<file path="config.mk">
export PLATFORM = sky130hd
export DESIGN_NAME = cart_loader_top
export DESIGN_NICKNAME = d
export VERILOG_FILES = /design/src/source/snes_load_pkg.sv /design/src/source/cart_loader_top.sv /design/src/source/cheat_assembler.sv /design/src/source/header_detect.sv /design/src/source/load_control.sv /design/src/source/ram_clear.sv
export SDC_FILE = /design/constraint.sdc
export NUM_CORES = 1
export LEC_CHECK = 0
export CORE_AREA = 8 8 177 179
export CTS_BUF_LIST = sky130_fd_sc_hd__clkbuf_2
export DETAILED_ROUTE_END_ITERATION = 8
export DIE_AREA = 0 0 185 187
export DONT_BUFFER_PORTS = 1
export HOLD_SLACK_MARGIN = 0.1
export PLACE_DENSITY_LB_ADDON = 0.25
export SYNTH_ARGS = -nofsm -noshare
export SYNTH_HDL_FRONTEND = slang
export SYNTH_HIERARCHICAL = 1
export SYNTH_SLANG_ARGS = --single-unit
</file>
<file path="constraint.sdc">
create_clock -name clk_sys -period 7.6 [get_ports clk_sys]
set_input_delay 0.38 -clock clk_sys [delete_from_list [all_inputs] [get_ports clk_sys]]
set_output_delay 0.38 -clock clk_sys [all_outputs]
set_load 0.1 [all_outputs]
</file>
<file path="src/source/snes_load_pkg.sv">
// Shared definitions for the cartridge loading front end.
// Every loader module imports this package for the download bus widths,
// the index codes, the internal header locations, the work RAM fill
// pattern codes and the two views of a download data word.
`default_nettype none

package snes_load_pkg;

	// ==================================================
	// Bus widths
	// ==================================================
	localparam int DL_ADDR_W = 25;
	localparam int DL_DATA_W = 16;
	localparam int MASK_W    = 24;
	localparam int CODE_W    = 128;

	// Download index codes
	// Cartridge files use the low six index bits only
	localparam logic [5:0] IDX_CART = 6'h00;
	localparam logic [7:0] IDX_CODE = 8'hFF;

	// ==================================================
	// Header locations
	// ==================================================
	localparam logic [DL_ADDR_W-1:0] COPIER_OFS      = 25'h000200;
	localparam logic [DL_ADDR_W-1:0] HDR_LOROM_OFS   = 25'h007FD6;
	localparam logic [DL_ADDR_W-1:0] HDR_HIROM_OFS   = 25'h00FFD6;
	localparam logic [DL_ADDR_W-1:0] HDR_EXHIROM_OFS = 25'h40FFD6;

	// Header interpretation selected by the host
	typedef enum logic [2:0] {
		HDR_AUTO    = 3'd0,
		HDR_NONE    = 3'd1,
		HDR_LOROM   = 3'd2,
		HDR_HIROM   = 3'd3,
		HDR_EXHIROM = 3'd4
	} header_mode_e;

	// Start-up work RAM patterns
	localparam logic [1:0] FILL_9966 = 2'd0;
	localparam logic [1:0] FILL_00FF = 2'd1;
	localparam logic [1:0] FILL_55   = 2'd2;
	localparam logic [1:0] FILL_FF   = 2'd3;

	// ==================================================
	// Download data word
	// ==================================================
	// Copier header word 0 carries mapper type and both sizes
	typedef union packed {
		logic [DL_DATA_W-1:0] raw;
		struct packed {
			logic [7:0] map_type;
			logic [3:0] ram_size;
			logic [3:0] rom_size;
		} hdr;
	} dl_word_u;

endpackage

`default_nettype wire

</file>
<file path="src/source/cart_loader_top.sv">
// Top level of the cartridge loading front end.
// Connects the configuration and reset block, the header detector, the
// work RAM clear and the cheat record assembler. FILL_ADDR_W sets the
// size of the work RAM that is filled after each cartridge download.
`timescale 1ns/1ps
`default_nettype none

module cart_loader_top #(
	parameter int FILL_ADDR_W = 17
) (
	input  logic                                   clk_sys,
	input  logic                                   RESET,
	// Host configuration bus
	input  logic                                   cfg_wr,
	input  logic                                   cfg_addr,
	input  logic [7:0]                             cfg_wdata,
	output logic [7:0]                             cfg_rdata,
	// Download stream
	input  logic                                   dl_active,
	input  logic [7:0]                             dl_index,
	input  logic                                   dl_wr,
	input  logic [snes_load_pkg::DL_ADDR_W-1:0]    dl_addr,
	input  logic [snes_load_pkg::DL_DATA_W-1:0]    dl_data,
	// Cartridge description
	output logic [7:0]                             rom_type,
	output logic [snes_load_pkg::MASK_W-1:0]       rom_mask,
	output logic [snes_load_pkg::MASK_W-1:0]       ram_mask,
	output logic                                   pal,
	// Work RAM fill port
	output logic                                   clearing,
	output logic                                   fill_we,
	output logic [FILL_ADDR_W-1:0]                 fill_addr,
	output logic [7:0]                             fill_data,
	// Cheat records
	output logic [snes_load_pkg::CODE_W-1:0]       cheat_code,
	output logic                                   cheat_valid,
	output logic                                   cheat_reset,
	output logic                                   cheat_enable,
	output logic                                   core_reset
);
	import snes_load_pkg::*;

	logic         cart_loading;
	logic         code_loading;
	logic         cart_start;
	header_mode_e header_mode;
	logic [1:0]   region_mode;
	logic [1:0]   fill_pattern;

	load_control load_control_inst (
		.clk_sys      (clk_sys),
		.RESET        (RESET),
		.cfg_wr       (cfg_wr),
		.cfg_addr     (cfg_addr),
		.cfg_wdata    (cfg_wdata),
		.cfg_rdata    (cfg_rdata),
		.dl_active    (dl_active),
		.dl_index     (dl_index),
		.clearing     (clearing),
		.cart_loading (cart_loading),
		.code_loading (code_loading),
		.cart_start   (cart_start),
		.header_mode  (header_mode),
		.region_mode  (region_mode),
		.fill_pattern (fill_pattern),
		.cheat_enable (cheat_enable),
		.core_reset   (core_reset)
	);

	header_detect header_detect_inst (
		.clk_sys      (clk_sys),
		.RESET        (RESET),
		.cart_loading (cart_loading),
		.dl_wr        (dl_wr),
		.dl_addr      (dl_addr),
		.dl_data      (dl_data),
		.header_mode  (header_mode),
		.region_mode  (region_mode),
		.rom_type     (rom_type),
		.rom_mask     (rom_mask),
		.ram_mask     (ram_mask),
		.pal          (pal)
	);

	ram_clear #(
		.FILL_ADDR_W (FILL_ADDR_W)
	) ram_clear_inst (
		.clk_sys      (clk_sys),
		.RESET        (RESET),
		.cart_start   (cart_start),
		.fill_pattern (fill_pattern),
		.clearing     (clearing),
		.fill_we      (fill_we),
		.fill_addr    (fill_addr),
		.fill_data    (fill_data)
	);

	cheat_assembler cheat_assembler_inst (
		.clk_sys      (clk_sys),
		.RESET        (RESET),
		.code_loading (code_loading),
		.cart_loading (cart_loading),
		.dl_wr        (dl_wr),
		.dl_addr      (dl_addr),
		.dl_data      (dl_data),
		.cheat_code   (cheat_code),
		.cheat_valid  (cheat_valid),
		.cheat_reset  (cheat_reset)
	);

endmodule

`default_nettype wire

</file>
<file path="src/source/cheat_assembler.sv">
// Cheat record assembly from code downloads.
// Each record arrives as eight 16-bit words placed by address offset.
// The replace high word completes a record and raises cheat_valid for
// one cycle. cheat_reset tells the cheat engine to drop its table.
`timescale 1ns/1ps
`default_nettype none

module cheat_assembler (
	input  logic                                clk_sys,
	input  logic                                RESET,
	input  logic                                code_loading,
	input  logic                                cart_loading,
	input  logic                                dl_wr,
	input  logic [snes_load_pkg::DL_ADDR_W-1:0] dl_addr,
	input  logic [snes_load_pkg::DL_DATA_W-1:0] dl_data,
	output logic [snes_load_pkg::CODE_W-1:0]    cheat_code,
	output logic                                cheat_valid,
	output logic                                cheat_reset
);
	import snes_load_pkg::*;

	logic code_wr;

	assign code_wr = code_loading && dl_wr;

	// ==================================================
	// Record layout: flags, address, compare, replace
	// ==================================================
	always_ff @(posedge clk_sys) begin
		if (code_wr) begin
			case (dl_addr[3:0])
				4'd0:  cheat_code[111:96]  <= dl_data;
				4'd2:  cheat_code[127:112] <= dl_data;
				4'd4:  cheat_code[79:64]   <= dl_data;
				4'd6:  cheat_code[95:80]   <= dl_data;
				4'd8:  cheat_code[47:32]   <= dl_data;
				4'd10: cheat_code[63:48]   <= dl_data;
				4'd12: cheat_code[15:0]    <= dl_data;
				4'd14: cheat_code[31:16]   <= dl_data;
				default: ;
			endcase
		end
	end

	always_ff @(posedge clk_sys) begin
		if (RESET) begin
			cheat_valid <= 1'b0;
			cheat_reset <= 1'b0;
		end else begin
			cheat_valid <= code_wr && (dl_addr[3:0] == 4'd14);
			// New code file or new cartridge clears the table
			cheat_reset <= cart_loading || (code_wr && (dl_addr == '0));
		end
	end

endmodule

`default_nettype wire

</file>
<file path="src/source/header_detect.sv">
// Cartridge description from the downloaded ROM image.
// Picks mapper type, ROM mask and save RAM mask from either the copier
// header word or the internal header, as the header mode selects, and
// sets the video region from the header flag or a forced choice.
`timescale 1ns/1ps
`default_nettype none

module header_detect (
	input  logic                               clk_sys,
	input  logic                               RESET,
	input  logic                               cart_loading,
	input  logic                               dl_wr,
	input  logic [snes_load_pkg::DL_ADDR_W-1:0] dl_addr,
	input  logic [snes_load_pkg::DL_DATA_W-1:0] dl_data,
	input  snes_load_pkg::header_mode_e        header_mode,
	input  logic [1:0]                         region_mode,
	output logic [7:0]                         rom_type,
	output logic [snes_load_pkg::MASK_W-1:0]   rom_mask,
	output logic [snes_load_pkg::MASK_W-1:0]   ram_mask,
	output logic                               pal
);
	import snes_load_pkg::*;

	dl_word_u             dl_word;
	logic                 hdr_wr;
	logic                 hdr_forced;
	logic [DL_ADDR_W-1:0] hdr_base;
	logic [3:0]           rom_size;
	logic [3:0]           ram_size;
	logic [3:0]           rom_size_nx;
	logic [3:0]           ram_size_nx;
	logic [7:0]           type_nx;
	logic                 rom_region;

	// 1 KiB scaled by the header size code
	function automatic logic [MASK_W-1:0] size_mask(input logic [3:0] size);
		size_mask = (MASK_W'(1024) << size) - MASK_W'(1);
	endfunction

	assign dl_word = dl_data;
	assign hdr_wr  = cart_loading && dl_wr;

	// Internal header base for the forced mapper modes
	always_comb begin
		hdr_forced = 1'b1;
		hdr_base   = HDR_LOROM_OFS;
		case (header_mode)
			HDR_LOROM:   hdr_base = HDR_LOROM_OFS;
			HDR_HIROM:   hdr_base = HDR_HIROM_OFS;
			HDR_EXHIROM: hdr_base = HDR_EXHIROM_OFS;
			default:     hdr_forced = 1'b0;
		endcase
	end

	// ==================================================
	// Next sizes and type for the current write
	// ==================================================
	always_comb begin
		rom_size_nx = rom_size;
		ram_size_nx = ram_size;
		if (dl_addr == '0) begin
			rom_size_nx = 4'hC;
			ram_size_nx = 4'h0;
			if (header_mode == HDR_AUTO && dl_word.raw[7:0] != 8'h00) begin
				rom_size_nx = dl_word.hdr.rom_size;
				ram_size_nx = dl_word.hdr.ram_size;
			end
		end
		if (hdr_forced) begin
			if (dl_addr == hdr_base + COPIER_OFS)
				rom_size_nx = dl_word.raw[11:8];
			// RAM size byte sits two bytes above the base
			if (dl_addr == hdr_base + COPIER_OFS + DL_ADDR_W'(2))
				ram_size_nx = dl_word.raw[3:0];
		end
	end

	always_comb begin
		case (header_mode)
			HDR_NONE:    type_nx = 8'd0;
			HDR_LOROM:   type_nx = 8'd0;
			HDR_HIROM:   type_nx = 8'd1;
			HDR_EXHIROM: type_nx = 8'd2;
			default:     type_nx = dl_word.hdr.map_type;
		endcase
	end

	always_ff @(posedge clk_sys) begin
		if (RESET) begin
			rom_size   <= 4'h0;
			ram_size   <= 4'h0;
			rom_type   <= 8'h00;
			rom_mask   <= '0;
			ram_mask   <= '0;
			rom_region <= 1'b0;
			pal        <= 1'b0;
		end else begin
			if (hdr_wr) begin
				rom_size <= rom_size_nx;
				ram_size <= ram_size_nx;
				rom_mask <= size_mask(rom_size_nx);
				ram_mask <= (ram_size_nx == 4'h0) ? '0 : size_mask(ram_size_nx);
				if (dl_addr == '0)
					rom_type <= type_nx;
				if (dl_addr == DL_ADDR_W'(2))
					rom_region <= dl_word.raw[8];
			end
			// Region follows the header only between downloads
			if (!cart_loading)
				pal <= (region_mode == 2'd0) ? rom_region : region_mode[1];
		end
	end

endmodule

`default_nettype wire

</file>
<file path="src/source/load_control.sv">
// Host configuration registers and download decoding.
// Register 0 holds header mode and cheat enable, register 1 holds the
// region mode and fill pattern. Also classifies the download stream
// and keeps the console core in reset while a cartridge loads.
`timescale 1ns/1ps
`default_nettype none

module load_control (
	input  logic                        clk_sys,
	input  logic                        RESET,
	input  logic                        cfg_wr,
	input  logic                        cfg_addr,
	input  logic [7:0]                  cfg_wdata,
	output logic [7:0]                  cfg_rdata,
	input  logic                        dl_active,
	input  logic [7:0]                  dl_index,
	input  logic                        clearing,
	output logic                        cart_loading,
	output logic                        code_loading,
	output logic                        cart_start,
	output snes_load_pkg::header_mode_e header_mode,
	output logic [1:0]                  region_mode,
	output logic [1:0]                  fill_pattern,
	output logic                        cheat_enable,
	output logic                        core_reset
);
	import snes_load_pkg::*;

	logic [3:0] cfg_reg0;
	logic [3:0] cfg_reg1;
	logic       cart_loading_q;

	// ==================================================
	// Configuration registers
	// ==================================================
	always_ff @(posedge clk_sys) begin
		if (RESET) begin
			cfg_reg0 <= 4'h0;
			cfg_reg1 <= 4'h0;
		end else if (cfg_wr) begin
			if (cfg_addr) begin
				cfg_reg1 <= cfg_wdata[3:0];
			end else if (!cart_loading) begin
				// Header mode is frozen while a cartridge streams in
				cfg_reg0 <= cfg_wdata[3:0];
			end
		end
	end

	assign cfg_rdata = cfg_addr ? {4'h0, cfg_reg1} : {4'h0, cfg_reg0};

	assign header_mode  = header_mode_e'(cfg_reg0[2:0]);
	assign cheat_enable = cfg_reg0[3];
	assign region_mode  = cfg_reg1[1:0];
	assign fill_pattern = cfg_reg1[3:2];

	// ==================================================
	// Download kind and core reset
	// ==================================================
	assign cart_loading = dl_active && (dl_index[5:0] == IDX_CART);
	assign code_loading = dl_active && (dl_index == IDX_CODE);

	always_ff @(posedge clk_sys) begin
		if (RESET) begin
			cart_loading_q <= 1'b0;
			cart_start     <= 1'b0;
			core_reset     <= 1'b1;
		end else begin
			cart_loading_q <= cart_loading;
			// Single pulse on the first cycle of a cartridge download
			cart_start     <= cart_loading && !cart_loading_q;
			core_reset     <= cart_loading || clearing;
		end
	end

endmodule

`default_nettype wire

</file>
<file path="src/source/ram_clear.sv">
// Work RAM clear after a cartridge download starts.
// Walks every work RAM address once, one byte per cycle, and writes
// the start-up pattern chosen by the host. clearing stays high for the
// whole sweep and keeps the core in reset.
`timescale 1ns/1ps
`default_nettype none

module ram_clear #(
	parameter int FILL_ADDR_W = 17
) (
	input  logic                   clk_sys,
	input  logic                   RESET,
	input  logic                   cart_start,
	input  logic [1:0]             fill_pattern,
	output logic                   clearing,
	output logic                   fill_we,
	output logic [FILL_ADDR_W-1:0] fill_addr,
	output logic [7:0]             fill_data
);
	import snes_load_pkg::*;

	// ==================================================
	// Address sweep
	// ==================================================
	always_ff @(posedge clk_sys) begin
		if (RESET) begin
			clearing  <= 1'b0;
			fill_addr <= '0;
		end else begin
			if (cart_start)
				clearing <= 1'b1;
			else if (clearing && (&fill_addr))
				clearing <= 1'b0;

			if (clearing)
				fill_addr <= fill_addr + 1'b1;
			else
				fill_addr <= '0;
		end
	end

	assign fill_we = clearing;

	// Pattern selection, as seen on different console revisions
	always_comb begin
		case (fill_pattern)
			FILL_9966: fill_data = (fill_addr[8] ^ fill_addr[2]) ? 8'h66 : 8'h99;
			FILL_00FF: fill_data = (fill_addr[9] ^ fill_addr[0]) ? 8'hFF : 8'h00;
			FILL_55:   fill_data = 8'h55;
			FILL_FF:   fill_data = 8'hFF;
		endcase
	end

endmodule

`default_nettype wire

</file>
==> summary.md, run 1 <==
| Metric | Value |
|---|---|
| Outcome | `finished, final reports clean` |
| Wire length of the first global-routing pass | `36.6 mm` |
| Number of global-route vias before repair | `5629` |
| Top delay family on crit path | `simple AND/OR/NAND/NOR gates` |
| Clk_lat worst skew | `0.79 ns` |
| Post-route DRC violation count | `0` |
| Worst path required time | `8.29 ns` |
| Num Clock Sinks | `207` |
| CTS Buf Count | `54` |
| Core ar. | `28400 um2` |
| First drt pass iteration count | `4` |
| XOR/XNOR share of the synthesized area | `0.733%` |
| Largest family of logic cells by synthesized area | `simple AND/OR/NAND/NOR gates` |
| Critical Path Start Type | `flip-flop` |
| IO buf count | `0` |
| Top post-synthesis cells by area | `edfxtp_1 (46%), dfxtp_1 (19%), mux2i_1 (2.8%), nor2_1 (2.7%), buf_4 (2.6%)` |
| GRT overflow | `0` |
| Critical R2R Launch | `load_control_inst/cfg_reg0[2]$_SDFFE_PP0P_` |
| Multiplexer area fraction after synthesis | `4.62%` |
| Post-synthesis simple-gate area fraction | `16.1%` |
| Pin count of the biggest net entering global routing | `69` |
| GP Congestion | `0.748` |
| Fin. Hold Viols | `0` |
| DP Wirelength | `16.4 mm` |
| CTS tree | `built` |
| Starting DRT DRC Count | `249` |
| Number of enable flip-flop cells after synthesis | `128` |
| Max_cap viols | `0` |
| Clk_skew | `0.0798 ns` |
| Final TNS setup | `0 ns` |
| Final Net Count | `824` |
| Vias | `5737` |
| Max stage delay on crit path | `0.79 ns` |
| CTS root buffer | `clkbuf_2` |
| Reg2reg setup slack | `3.36 ns` |
| Starting Density | `29.5%` |
| Maximum vdd drop | `0.0849 mV` |
| Synth-to-layout area growth | `17.9%` |
| Die X | `185 um` |
| Die area | `34600 um2` |
| Slowest CP cell | `mux2i_1` |
| Gate Count Post-Synth | `681` |
| Routed length per instance | `21.4 um` |
| FMAX | `236 MHz` |
| Slew headroom | `20.4%` |
| Yosys reg bits | `207` |
| Longest Clk Path Bufs | `3` |
| Post-CTS setup buffer count | `0` |
| Ys Warns | `6` |
| Area after DPL | `8770 um2` |
| Clock-pin slew on the worst setup and hold paths | `0.08 ns` |
| CP max FO | `11` |
| Static Leak | `3.27 nW` |
| Sequential share of the synthesized area | `64.8%` |
| Beginning of the worst hold path | `dl_data[4]` |
| Worst Hold Depth | `6` |
| Vias per cell | `4.87` |
| Worst path buffer plus inverter count | `1` |
| Post-DRT Antenna Nets | `0` |
| Post-synth top area share | `45.9%` |
| Synth Area per Inst | `12.3 um2` |
| Share of layout cells above drive strength 1 | `19.2%` |
| GRT Total Usage | `13.9%` |
| Initial antenna violation count | `3` |
| Design area | `9860 um2` |
| IO Count | `287` |
| Compound-gate portion of the synthesized area | `8.18%` |
| Synthesized area | `8370 um2` |
| Crit-path cells | `and3b_1 -> or4b_4 -> a2111oi_4 -> nand3_2 -> mux2i_1 -> nand4_1 -> ha_1 -> inv_1 -> and4_1 -> o21ai_0 -> a311oi_1` |
| Reg-to-Reg End | `header_detect_inst/ram_mask[14]$_SDFFE_PP0P_` |
| Main synth FF type | `edfxtp_1` |
| Slew Limit Fails | `0` |
| Unrepaired setup endpoints after global routing | `no` |
| Worst hold path class | `in -> reg` |
| Post-synthesis adder-cell area fraction | `0.598%` |
| Leading area contributor after synthesis | `edfxtp_1` |
| CP arrival | `4.93 ns` |
| Vert. Die Dim | `187 um` |
| Crit Path Class | `reg -> reg` |
| Worst reg2reg path depth | `11` |
| H-tree depth | `2` |
| Final setup vio count | `0` |
| Routed wire length | `25.2 mm` |
| Ys async rst share | `0%` |
| Netlist cell types | `72` |
| Share of the clock period used by the worst path | `55.8%` |
| Crit path time final | `4.24 ns` |
| Worst-case hold path end point | `header_detect_inst/ram_mask[22]$_SDFFE_PP0P_` |
| CP Capture Type | `flip-flop` |
| Tightest Pin Transition | `1.19 ns` |
| Power Density | `216 nW/um2` |
| Row count | `62` |
==> cell families after synthesis <==
family / Yosys count
compound gates: 105
xor+xnor: 7
fa+ha+maj: 4
buf+inv: 73
flops: 207
mux: 36
other cells: 1
simple gates: 248
==> cell usage after synthesis (all sizes together), types with 4 or more instances <==
cell and number:
nand3b 5, nand2 51, a21oi 39, a22oi 4
and2 8, ha 4, xnor2 5, nor2 62
o21ai 19, a31oi 6, or4 4, o21a 5
a211oi 7, clkbuf 19, nor4 19, inv 15
buf 39, edfxtp 128, mux2 12, nand3 25
or3 5, nand4 13, nor3 20, mux2i 24
nand2b 19, dfxtp 79, a311oi 8
==> layout make-up <==
type	count	area (um2)
sequential	207	5430
fill	2867	18500
multi-input combinational	404	2600
clock buffer	72	360
clock inverter	19	165
tap	384	480
antenna	3	7.51
timing repair buffer	75	756
inverter	15	56.3
==> how the worst max path moves through the flow <==
stage	start	end	slack (ns)	cells after the start
5_1_grt	load_control_inst/cfg_reg0[2]$_SDFFE_PP0P_	header_detect_inst/ram_mask[12]$_SDFFE_PP0P_	2.90	11
3_3_place_gp	load_control_inst/cfg_reg0[2]$_SDFFE_PP0P_	header_detect_inst/ram_mask[14]$_SDFFE_PP0P_	3.42	11
2_1_floorplan	ram_clear_inst/fill_addr[9]$_SDFF_PP0_	fill_data[4]	3.11	4
4_1_cts	load_control_inst/cfg_reg0[2]$_SDFFE_PP0P_	header_detect_inst/ram_mask[22]$_SDFFE_PP0P_	3.35	10
3_5_place_dp	load_control_inst/cfg_reg0[2]$_SDFFE_PP0P_	header_detect_inst/ram_mask[22]$_SDFFE_PP0P_	3.36	10
6_report	load_control_inst/cfg_reg0[2]$_SDFFE_PP0P_	header_detect_inst/ram_mask[14]$_SDFFE_PP0P_	3.36	11
==> sequential cells by signal, indices dropped and copies added, names as in the netlist, 4 cells and up <==
signal and flops:
cheat_assembler_inst/cheat_code 128, ram_clear_inst/fill_addr 17, header_detect_inst/ram_mask 15, header_detect_inst/rom_mask 15, header_detect_inst/rom_type 8, header_detect_inst/ram_size 4, header_detect_inst/rom_size 4, load_control_inst/cfg_reg0 4
load_control_inst/cfg_reg1 4
==> report_power, final <==
group          total, mW  internal [mW]  switching [mW]  leakage (nW)
clock              0.814          0.364           0.450         0.381
sequential          1.21           1.19          0.0141          1.79
combinational      0.116         0.0326          0.0834          1.10
==> timing repair <==
item | CTS | global route
hold endpoints to repair | 335 | 0
resized for setup | 0 | 0
hold buffers | 54 | 0
==> routing by layer <==
layer	vias up	track usage, %	share of wire (%)	wire [um]
li1	2673	-	-	-
met1	2755	16.8	42	10700
met2	265	22.7	46	11700
met3	42	5.11	9.4	2380
met4	2	4.09	1.9	469
met5	-	0	0.048	12
==> cell usage in the layout, fill, tap and decap left out, drive strengths merged, types with 12 or more instances in the layout <==
master / synthesis / layout
edfxtp: 128 / 128
dfxtp: 79 / 79
clkbuf: 19 / 72
nor2: 62 / 62
dlygate4sd3: 0 / 53
nand2: 51 / 51
a21oi: 39 / 39
nand3: 25 / 25
mux2i: 24 / 24
buf: 39 / 22
nor3: 20 / 20
nand2b: 19 / 19
nor4: 19 / 19
o21ai: 19 / 19
inv: 15 / 16
clkinv: 0 / 15
nand4: 13 / 13
mux2: 12 / 12
==> metrics by stage <==
step	power [mW]	utilization, %	hold WS, ns	std cells	setup WS [ns]
2_1_floorplan	1.31	-	0.376	684	3.11
3_3_place_gp	1.31	30.9	0.392	1031	3.42
3_5_place_dp	1.31	30.9	0.391	1031	3.36
4_1_cts	2.19	34.7	0.101	1176	3.35
5_1_grt	2.25	34.7	0.176	1177	2.90
6_report	2.14	34.7	0.251	1179	3.36
==> worst register-to-register path, delay by kind of cell, from the launching register on <==
| family | cells | cell delay, ns |
|---|---|---|
| fa+ha+maj | 1 | 0.36 |
| mux | 1 | 0.80 |
| simple gates | 5 | 1.52 |
| compound gates | 3 | 0.78 |
| flops | 1 | 0.56 |
| buf+inv | 1 | 0.17 |
No activity file was read; power rests on OpenSTA's default activity.
==> run 2, diff against run 1 <==
Clock period 7.6 ns to 3.5 ns, I/O delays scaled along.
==> run 2 against run 1 <==
Sequential cell count unchanged. Setup slack worse by 3.2 ns. Largest power group unchanged. Clock skew up 0.0031 ns. Register-to-register slack got worse by 3.2 ns. Combinational power increased to 2.6 times the previous value. Worst hold slack worse by 0.0049 ns. Critical path type unchanged. Routed wire length up 1.7%. Die area did not move.
==> summary.md, run 2 (same netlist as run 1, synthesis figures left out) <==
| Metric | Value |
|---|---|
| Regs by FF count | `cheat_assembler_inst/cheat_code (128), ram_clear_inst/fill_addr (17)` |
| Seq. cell area | `5440 um2` |
| Power Density | `439 nW/um2` |
| Critical Path Start Type | `flip-flop` |
| Area occupied by multi-input gates | `2640 um2` |
| CTS root buffer | `clkbuf_2` |
| Die area | `34600 um2` |
| Share of the clock period used by the worst path | `94.9%` |
| Vias | `5912` |
| Final setup vio count | `0` |
| Slew Limit Fails | `0` |
| Global Route met3 Usage | `5.46%` |
| GP Congestion | `0.776` |
| Final Net Count | `897` |
| Row count | `62` |
| Starting Density | `29.5%` |
| CTS tree | `built` |
| First drt pass iteration count | `6` |
| CP arrival | `4.04 ns` |
| Max_cap viols | `0` |
| Slew headroom | `26.4%` |
| Routed wire length | `25.7 mm` |
| FMAX | `301 MHz` |
| Crit path time final | `3.32 ns` |
| Worst path buffer plus inverter count | `2` |
| Post-DRT Antenna Nets | `0` |
| Die X | `185 um` |
| Routed length per instance | `20.5 um` |
| Leading cell type in the layout, fill and taps excluded | `edfxtp_1` |
| Share of layout cells above drive strength 1 | `23.9%` |
| Initial antenna violation count | `2` |
| GRT overflow | `0` |
| Outcome | `finished, final reports clean` |
| Area after DPL | `9110 um2` |
| Post-route DRC violation count | `0` |
| Static Leak | `3.62 nW` |
| Total power | `4.61 mW` |
| Vias per cell | `4.73` |
| CTS Buf Count | `54` |
| Slowest CP cell | `or4b_4` |
| CP max FO | `9` |
| Starting DRT DRC Count | `227` |
| Crit path top cell by count | `buf_4` |
| Grt met1 use | `16.2%` |
| Synth-to-layout area growth | `25.6%` |
| DP Wirelength | `17.3 mm` |
| Worst hold path class | `in -> reg` |
| Largest register FFs | `128` |
| Clk_skew | `0.0829 ns` |
| Fin. Hold Viols | `0` |
| Pin count of the biggest net entering global routing | `69` |
| Most frequent cells in the layout | `edfxtp_1 (128), dlygate4sd3_1 (79), dfxtp_1 (74)` |
| Num Clock Sinks | `207` |
| Final TNS setup | `0 ns` |
| Most flop-heavy register | `cheat_assembler_inst/cheat_code` |
| Clock-pin slew on the worst setup and hold paths | `0.08 ns` |
| Crit Path Class | `reg -> reg` |
| Tightest Pin Transition | `1.10 ns` |
| Worst path required time | `4.22 ns` |
| Wire length of the first global-routing pass | `37.4 mm` |
| Top delay family on crit path | `simple AND/OR/NAND/NOR gates` |
| GRT Total Usage | `14.1%` |
| Final core utilization | `37.0%` |
| Max stage delay on crit path | `0.51 ns` |
| Number of global-route vias before repair | `6093` |
| Fillers | `2833` |
| IO Count | `287` |
| Crit-path cells | `and3b_1 -> or4b_4 -> a2111oi_4 -> buf_4 -> nand3_4 -> mux2i_2 -> and2_1 -> nand3_1 -> ha_2 -> buf_4 -> nor4_1 -> a31oi_1 -> o211ai_1` |
| Clk_lat worst skew | `0.83 ns` |
| CP Capture Type | `flip-flop` |
| H-tree depth | `2` |
| IO buf count | `0` |
| Maximum vdd drop | `0.202 mV` |
| M2 GR Usage | `23.9%` |
| Design area | `10500 um2` |
| Core ar. | `28400 um2` |
| Most Used Layer, Global Route | `met2` |
| Vert. Die Dim | `187 um` |
| Longest Clk Path Bufs | `3` |
[run 2: cell types whose count changed in the layout (fill, tap and decap cells not counted), moves of 2 or more]
cell	previous run	this run
buf_4	19	64
clkinv_2	4	6
dfxtp_1	76	74
dfxtp_2	1	3
diode_2	3	1
mux2i_1	23	21
mux2i_2	1	3
dlygate4sd3_1	53	79
[run 2: path summary, 6_finish.rpt]
check                                              start  cells after the start                                      endpoint  slack, ns
max           load_control_inst/cfg_reg0[0]$_SDFFE_PP0P_                     13  header_detect_inst/rom_mask[20]$_SDFFE_PP0P_       0.18
min                                          dl_index[0]                      4   load_control_inst/cart_loading_q$_SDFF_PP0_       0.25
max reg2reg   load_control_inst/cfg_reg0[0]$_SDFFE_PP0P_                     13  header_detect_inst/rom_mask[20]$_SDFFE_PP0P_       0.18
min reg2reg  load_control_inst/cart_loading_q$_SDFF_PP0_                      1       load_control_inst/cart_start$_SDFF_PP0_       0.41
[run 2: per-layer routing]
metal	share of wire, %	routed length, um
met2	48	12200
met1	41	10600
met3	9.3	2380
met4	1.7	445
met5	0	0
[run 2: area by class of cell]
cell class | instances | area share, %
antenna | 1 | 0.0238
clock buffer | 72 | 3.43
clock inverter | 19 | 1.35
inverter | 15 | 0.536
multi-input combinational | 404 | 25.2
sequential | 207 | 51.7
tap | 384 | 4.57
timing repair buffer | 148 | 13.2
[run 2: stage by stage]
step           std cells  setup slack [ns]  hold WS [ns]
6_report            1250             0.178         0.246
5_1_grt             1250          -0.00240         0.144
4_1_cts             1246            0.0410         0.102
3_5_place_dp        1074         -0.000628         0.258
3_3_place_gp        1074            0.0666         0.256
2_1_floorplan        684            0.0196         0.247
[run 2: where the power goes]
| group | leakage (nW) | switching [mW] | internal, mW |
|---|---|---|---|
| combinational | 1.45 | 0.205 | 0.0917 |
| clock | 0.374 | 0.982 | 0.719 |
| sequential | 1.79 | 0.0231 | 2.59 |
| total | 3.62 | 1.21 | 3.40 |
[run 2: tightest hold or removal path, stage by stage]
cell           delay [ns]
dlygate4sd3_1        0.57
nor3_2               0.08
nand2_1              0.10
nor2_1               0.04
[run 2: repair_timing]
action	in CTS	in global routing
setup buffers	0	3
gates resized for setup	1	10
pin swaps	1	2
endpoints found under the setup margin	1	14
hold buffers	81	0
hold endpoints to repair	335	0
